===== src/exec_pkg.sv =====
package exec_pkg;

    typedef logic [4:0]  reg_addr_t;                  // Register number
    typedef logic [31:0] word_t;                      // Data word

    typedef enum logic [3:0] {
        op_add  = 4'd0,
        op_sub  = 4'd1,
        op_and  = 4'd2,
        op_or   = 4'd3,
        op_xor  = 4'd4,
        op_sll  = 4'd5,
        op_srl  = 4'd6,
        op_sra  = 4'd7,
        op_slt  = 4'd8,
        op_sltu = 4'd9,
        op_beq  = 4'd10,
        op_bne  = 4'd11,
        op_blt  = 4'd12,
        op_bge  = 4'd13,
        op_bltu = 4'd14,
        op_bgeu = 4'd15
    } alu_op_t;

    // Write source of the register file
    typedef enum logic [1:0] {
        wb_none   = 2'b00,                            // No write
        wb_memory = 2'b01,
        wb_fetch  = 2'b10,
        wb_alu    = 2'b11
    } wb_sel_t;

    typedef struct packed {
        reg_addr_t rs1;
        reg_addr_t rs2;
        reg_addr_t rd;
        alu_op_t   op;
        logic      use_imm;                           // Second operand from imm
        word_t     imm;
        logic      wb_en;                             // Instruction writes rd
    } decode_t;

    typedef struct packed {
        logic    valid;
        decode_t instr;
        word_t   rs1_val;
        word_t   rs2_val;
    } operand_t;

    typedef struct packed {
        logic      valid;
        reg_addr_t rd;
        logic      wb_en;
        word_t     value;
        logic      branch_taken;
    } exec_result_t;

    function automatic logic is_branch_op(alu_op_t op);
        return op inside {op_beq, op_bne, op_blt, op_bge, op_bltu, op_bgeu};
    endfunction

    // Ops whose result comes from the compare unit
    function automatic logic is_compare_op(alu_op_t op);
        return (op == op_slt) || (op == op_sltu) || is_branch_op(op);
    endfunction

endpackage


===== src/register_file.sv =====
`timescale 1ns/1ps

module register_file (
    input  logic                  clk,
    input  logic                  nRst,
    input  logic                  instr_valid,        // Issue strobe
    input  exec_pkg::decode_t     instr,
    input  exec_pkg::exec_result_t wb,                // Writeback from the merge stage
    input  logic                  ext_write,
    input  exec_pkg::wb_sel_t     ext_src,            // Memory or fetch
    input  exec_pkg::reg_addr_t   ext_rd,
    input  exec_pkg::word_t       ext_data,
    output exec_pkg::operand_t    opnd
);

    import exec_pkg::*;

    wb_sel_t   wr_src;                                // Selected write source
    reg_addr_t wr_rd;
    word_t     wr_data;

    word_t [31:0] regs;                               // Register array

    operand_t opnd_n;

    // Writeback from execute wins over the external port
    always_comb begin : pick_source
        if (wb.valid && wb.wb_en) begin
            wr_src = wb_alu;
            wr_rd  = wb.rd;
        end else if (ext_write) begin
            wr_src = ext_src;
            wr_rd  = ext_rd;
        end else begin
            wr_src = wb_none;
            wr_rd  = ext_rd;
        end
    end

    always_comb begin : select_data
        case (wr_src)
            wb_memory, wb_fetch: wr_data = ext_data;  // Load data or return address
            wb_alu:              wr_data = wb.value;
            default:             wr_data = '0;
        endcase
    end

    always_ff @(posedge clk, negedge nRst) begin
        if (!nRst) begin
            regs <= '0;
        end else if (wr_src != wb_none) begin
            regs[wr_rd] <= wr_data;
        end
    end

    // Operand stage latches the instruction with both reads.
    // On an idle cycle the contents are held and only valid drops.
    always_comb begin : operand_next
        opnd_n       = opnd;
        opnd_n.valid = 1'b0;
        if (instr_valid) begin
            opnd_n.valid   = 1'b1;
            opnd_n.instr   = instr;
            opnd_n.rs1_val = regs[instr.rs1];         // Old value on a same-edge write
            opnd_n.rs2_val = regs[instr.rs2];
        end
    end

    always_ff @(posedge clk, negedge nRst) begin
        if (!nRst) begin
            opnd <= '0;
        end else begin
            opnd <= opnd_n;
        end
    end

endmodule


===== src/alu.sv =====
`timescale 1ns/1ps

module alu (
    input  exec_pkg::operand_t opnd,
    output exec_pkg::word_t    alu_value
);

    import exec_pkg::*;

    word_t      op_a;
    word_t      op_b;                                 // rs2 or immediate
    logic [4:0] shamt;

    assign op_a  = opnd.rs1_val;
    assign op_b  = opnd.instr.use_imm ? opnd.instr.imm : opnd.rs2_val;
    assign shamt = op_b[4:0];                         // Low five bits only

    always_comb begin : compute
        case (opnd.instr.op)
            op_add: begin
                alu_value = op_a + op_b;
            end
            op_sub: begin
                alu_value = op_a - op_b;
            end
            op_and: begin
                alu_value = op_a & op_b;
            end
            op_or: begin
                alu_value = op_a | op_b;
            end
            op_xor: begin
                alu_value = op_a ^ op_b;
            end
            op_sll: begin
                alu_value = op_a << shamt;
            end
            op_srl: begin
                alu_value = op_a >> shamt;
            end
            op_sra: begin
                alu_value = $signed(op_a) >>> shamt;  // Sign fill
            end
            default: begin
                // Merge stage takes the compare unit result for these ops
                alu_value = op_a + op_b;
            end
        endcase
    end

endmodule


===== src/compare_unit.sv =====
`timescale 1ns/1ps

module compare_unit (
    input  exec_pkg::operand_t opnd,
    output exec_pkg::word_t    cmp_value,             // Set-less-than result as 0 or 1
    output logic               cmp_true               // Branch condition
);

    import exec_pkg::*;

    word_t op_a;
    word_t op_b;
    logic  eq;
    logic  lt_s;
    logic  lt_u;

    // Branches always look at rs2 while slt and sltu may use the immediate
    assign op_a = opnd.rs1_val;
    assign op_b = (is_branch_op(opnd.instr.op) || !opnd.instr.use_imm) ?
                  opnd.rs2_val : opnd.instr.imm;

    assign eq   = (op_a == op_b);
    assign lt_s = ($signed(op_a) < $signed(op_b));
    assign lt_u = (op_a < op_b);

    always_comb begin : evaluate
        cmp_value = '0;
        cmp_true  = 1'b0;
        case (opnd.instr.op)
            op_slt:  cmp_value[0] = lt_s;
            op_sltu: cmp_value[0] = lt_u;
            op_beq:  cmp_true = eq;
            op_bne:  cmp_true = !eq;
            op_blt:  cmp_true = lt_s;
            op_bge:  cmp_true = !lt_s;
            op_bltu: cmp_true = lt_u;
            op_bgeu: cmp_true = !lt_u;
            default: begin
                cmp_value = '0;
                cmp_true  = 1'b0;
            end
        endcase
    end

endmodule


===== src/exec_merge.sv =====
`timescale 1ns/1ps

module exec_merge (
    input  logic                   clk,
    input  logic                   nRst,
    input  exec_pkg::operand_t     opnd,
    input  exec_pkg::word_t        alu_value,
    input  exec_pkg::word_t        cmp_value,
    input  logic                   cmp_true,
    output exec_pkg::exec_result_t result
);

    import exec_pkg::*;

    exec_result_t result_n;
    logic         branch;
    logic         compare;

    assign branch  = is_branch_op(opnd.instr.op);
    assign compare = is_compare_op(opnd.instr.op);

    always_comb begin : merge
        result_n       = result;                      // Payload held when idle
        result_n.valid = 1'b0;
        if (opnd.valid) begin
            result_n.valid        = 1'b1;
            result_n.rd           = opnd.instr.rd;
            result_n.wb_en        = opnd.instr.wb_en && !branch;  // Branches never write
            result_n.value        = compare ? cmp_value : alu_value;
            result_n.branch_taken = branch && cmp_true;
        end
    end

    always_ff @(posedge clk, negedge nRst) begin
        if (!nRst) begin
            result <= '0;
        end else begin
            result <= result_n;
        end
    end

endmodule


===== src/exec_top.sv =====
`timescale 1ns/1ps

module exec_top (
    input  logic                   clk,
    input  logic                   nRst,
    input  logic                   issue,             // One-cycle issue strobe
    input  exec_pkg::decode_t      instr,
    input  logic                   ext_write,         // Load or fetch write strobe
    input  exec_pkg::wb_sel_t      ext_src,
    input  exec_pkg::reg_addr_t    ext_rd,
    input  exec_pkg::word_t        ext_data,
    output exec_pkg::exec_result_t result
);

    import exec_pkg::*;

    operand_t opnd;
    word_t    alu_value;
    word_t    cmp_value;
    logic     cmp_true;

    register_file rf_i (
        .clk         (clk),
        .nRst        (nRst),
        .instr_valid (issue),
        .instr       (instr),
        .wb          (result),                        // Writeback loop
        .ext_write   (ext_write),
        .ext_src     (ext_src),
        .ext_rd      (ext_rd),
        .ext_data    (ext_data),
        .opnd        (opnd)
    );

    alu alu_i (
        .opnd      (opnd),
        .alu_value (alu_value)
    );

    compare_unit cmp_i (
        .opnd      (opnd),
        .cmp_value (cmp_value),
        .cmp_true  (cmp_true)
    );

    exec_merge merge_i (
        .clk       (clk),
        .nRst      (nRst),
        .opnd      (opnd),
        .alu_value (alu_value),
        .cmp_value (cmp_value),
        .cmp_true  (cmp_true),
        .result    (result)
    );

endmodule


===== config.mk =====
export PLATFORM = sky130hd
export DESIGN_NAME = exec_top
export DESIGN_NICKNAME = d
export VERILOG_FILES = /design/src/exec_pkg.sv /design/src/register_file.sv /design/src/alu.sv /design/src/compare_unit.sv /design/src/exec_merge.sv /design/src/exec_top.sv
export SDC_FILE = /design/constraint.sdc
export NUM_CORES = 2
export LEC_CHECK = 0
export BUFFER_PORTS_ARGS = -buffer_cell sky130_fd_sc_hd__buf_4
export CORE_MARGIN = 8
export CORE_UTILIZATION = 50
export DETAILED_ROUTE_END_ITERATION = 8
export PLACE_DENSITY_LB_ADDON = 0.15
export SETUP_SLACK_MARGIN = 0.2
export SYNTH_ARGS = -nofsm -noshare
export SYNTH_HDL_FRONTEND = slang
export SYNTH_SLANG_ARGS = --single-unit

===== constraint.sdc =====
create_clock -name clk -period 13.8 [get_ports clk]
set_input_delay 2.76 -clock clk [delete_from_list [all_inputs] [get_ports clk]]
set_output_delay 2.76 -clock clk [all_outputs]
set_load 0.01 [all_outputs]

==> results by group <==
Drt
  – Final WL: 234 mm
  – Vias: 51000
  – # DRC: 0
  – WL/cell: 30.3 um
  – DRT antenna net count: 0
  – Initial DRC count: 6155
  – Vias/cell: 6.63
  – Pre-antenna DRT Iters: 7

Power
  – P_leak: 31.6 nW
  – Psw: 0.00374 W
  – Comb power frac: 25.6%
  – Switching portion of total power: 32.6%
  – Pwr dens: 156 nW/um^2
  – Sequential share of power: 41.9%
  – VDD IR max: 111 uV
  – Clock power frac: 32.5%
  – Pint: 0.00773 W

Worst setup path
  – CP max stage cell: dfrtp_2
  – Worst Path Buf+Inv: 1
  – Top cell by count, worst path: xnor2_1
  – Setup CP Type: flop to flop
  – Crit Path Max Fanout: 40
  – Worst Path Required: 14430 ps
  – CP cell instances: mux2i_4, buf_4, o211a_1, nand4_1, or3_1, nand2_1, xnor2_1, ha_1, a21o_1, a31o_2, a221o_1, a211oi_2, o21ai_2, a2111oi_0, xnor2_1, a32oi_1
  – Crit-path max cell delay: 1020 ps
  – Arrival time worst endpoint: 6770 ps
  – Startpoint Class: flop
  – Crit path max-delay family: compound AO/OA/AOI/OAI gates
  – Critical Path Sink Type: flop

Synth
  – Area fraction of the dominant cell type after synthesis: 43.9%
  – Yosys top cell by area: dfrtp_1
  – Mapped Area: 66800 um^2
  – Top_reg_cell synth: dfrtp_1
  – Synth area leaders: dfrtp_1 44%, mux4_2 22%, o21ai_0 8.5%
  – Async S/R FF share, synth: 100%
  – YS warnings: 0
  – Sequential area share after synthesis: 43.9%
  – Post-Synthesis Cells: 6036
  – Post-synth EDFFs: 0
  – Synthesized flop and latch total: 1172
  – Syn_nets: 6264
  – Post-Syn Area per Cell: 11.1 um^2
  – Synth cell types: 83

Floorplanning
  – Initial core utilization: 50.2%
  – Die X: 381 um
  – Boundary Pins: 136
  – Core Footprint: 133000 um^2
  – Vert. Die Dim: 381 um
  – Die area: 145000 um^2
  – Floorplan row count: 134

Global routing
  – First-pass GRT wire length: 346 mm
  – Antenna violations before repair: 7
  – Grt ovf: 0
  – Tot GR Track Use: 31.8%
  – Largest net degree at the start of global routing: 171
  – Number of global-route vias before repair: 49700

Layout
  – ANT cells: 0
  – Commonest non-fill, non-tap cell in the layout: dfrtp_1
  – Layout cell share with drive strength beyond 1: 21.1%
  – Area growth from synthesis to layout: 10.0%
  – Layout net count: 6059
  – Layout Cells excl Fill: 7701
  – Most frequent cells in the layout: 1171 x dfrtp_1, 1133 x o21ai_0, 1124 x nand2_1

STA
  – Tightest Pin Transition: 1240 ps
  – Fin crit period: 6140 ps
  – Fin crit share: 44.5%
  – Count of final setup violators: 0
  – Max Freq: 163 MHz
  – Max-slew violations: 0
  – Hold Violations, Final: 0
  – Fin Clk Skew: 40.3 ps
  – Setup TNS: 0 ps
  – Unrepaired setup endpoints after global routing: false
  – Relative slew slack: 15.1%

Clock tree
  – Clock root buffer: clkbuf_16
  – Clock latency on the worst-skew pair: 790 ps
  – CTS Buf Count: 133
  – Setup Fix Bufs, Post-CTS: 0
  – TritonCTS Sinks: 1172
  – CTS resizes: 0
  – Cts hold-fix bufs: 0
  – CTS tree: yes
  – H-tree depth: 4
  – Max Buffers Root-to-Sink: 3
  – Clock Pin Slew Worst Setup and Hold Paths: 70 ps

Status
  – Status: complete, no violations

Place
  – GPL Wtd Cong: 1.03
  – Inst Count DP: 7464
  – IO buf count: 135
  – DP HPWL: 138 mm

Run
  – # Max-Cap Violations: 0

Min path
  – Worst Hold Class: flop to flop
[power groups by stage]
stage / logic (W) / clock network (W) / registers (W)
3_3_place_gp: 0.00284 / 0 / 0.00480
4_1_cts: 0.00290 / 0.00378 / 0.00478
3_5_place_dp: 0.00290 / 0 / 0.00483
6_report: 0.00293 / 0.00372 / 0.00481
2_1_floorplan: 0.00211 / 0 / 0.00458
5_1_grt: 0.00320 / 0.00391 / 0.00489
[metal layers]
metal  GRT usage [%]  routed length (um)  share of wire (%)  vias up
met2            45.7              101000                 43     2657
li1                -                   -                  -    21800
met4            11.3                8850                3.8        4
met1            46.7               98700                 42    26100
met5               0                  26              0.011        -
met3            8.26               25100                 11      541
[final cells by class]
| class | instances | area (um^2) |
|---|---|---|
| inverters | 79 | 299 |
| fillers | 11400 | 59500 |
| multi-input cells | 4227 | 35300 |
| repair buffers | 218 | 1760 |
| flip-flops and latches | 1172 | 29300 |
| well taps | 1768 | 2210 |
| clock inverters | 52 | 691 |
| clock buffers | 185 | 3870 |
[logic make-up after synthesis]
kind of cell,count (synthesis),synth area share (%)
and+or+nand+nor,1511,9.18
buffers and inverters,637,3.70
adders and majority gates,132,2.48
DFF,1172,43.9
xor gates and xnor gates,54,0.708
AOI/OAI and AO/OA,1565,12.9
muxes,965,27.1
[registers in the layout, summed over array words and instances, names as in the netlist]
signal,flops
rf_i.regs,1024
merge_i.result,40
rf_i.opnd,108
[path summary, 6_finish.rpt]
path	startpoint	cells after the start	slack (ps)	endpoint
setup / recovery	rf_i.opnd[97]	16	7660	merge_i.result[32]
hold / removal	rf_i.regs[366]	2	500	rf_i.regs[366]
setup reg to reg	rf_i.opnd[97]	16	7660	merge_i.result[32]
hold reg to reg	rf_i.regs[366]	2	500	rf_i.regs[366]
max in group asynchronous	nRst	3	9600	rf_i.regs[18]
min in group asynchronous	nRst	1	2020	rf_i.regs[281]
[cell usage after synthesis (all sizes together), types with 6 or more instances]
cell        n
nand3      31
a221oi     24
mux2       54
a32oi       7
o21ai    1135
nand2b      8
and3       14
mux4      664
a22o       12
nand2    1157
or2        36
xnor2      46
nor3       21
a211oi     17
xor2        8
o31ai      10
or3         6
buf        97
mux2i     247
inv        79
o21a        7
nand4      13
nand3b      7
nor4        6
clkbuf    461
a2111oi     7
a31oi      27
and2       10
nor2b      12
dfrtp    1172
nor2      172
a21o       15
o211ai     22
a22oi      41
o221ai     11
ha        131
a21oi     172
[tightest hold or removal path: cells and delay by family, from the launching register on]
| family | cells | cell delay (ps) |
|---|---|---|
| DFF | 1 | 350 |
| AOI/OAI and AO/OA | 1 | 60 |
| and+or+nand+nor | 1 | 50 |
[metrics by stage]
step	hold WS, ps	utilization (%)	cell area, um^2	power [W]	worst slack (ps)
2_1_floorplan	413	-	66800	0.00670	8750
3_3_place_gp	474	51.8	68900	0.00764	7320
3_5_place_dp	484	51.8	68900	0.00773	7220
4_1_cts	497	55.2	73500	0.0115	7790
5_1_grt	509	55.2	73500	0.0120	7470
6_report	496	55.2	73500	0.0115	7660
No activity file was read; power rests on OpenSTA's default activity.
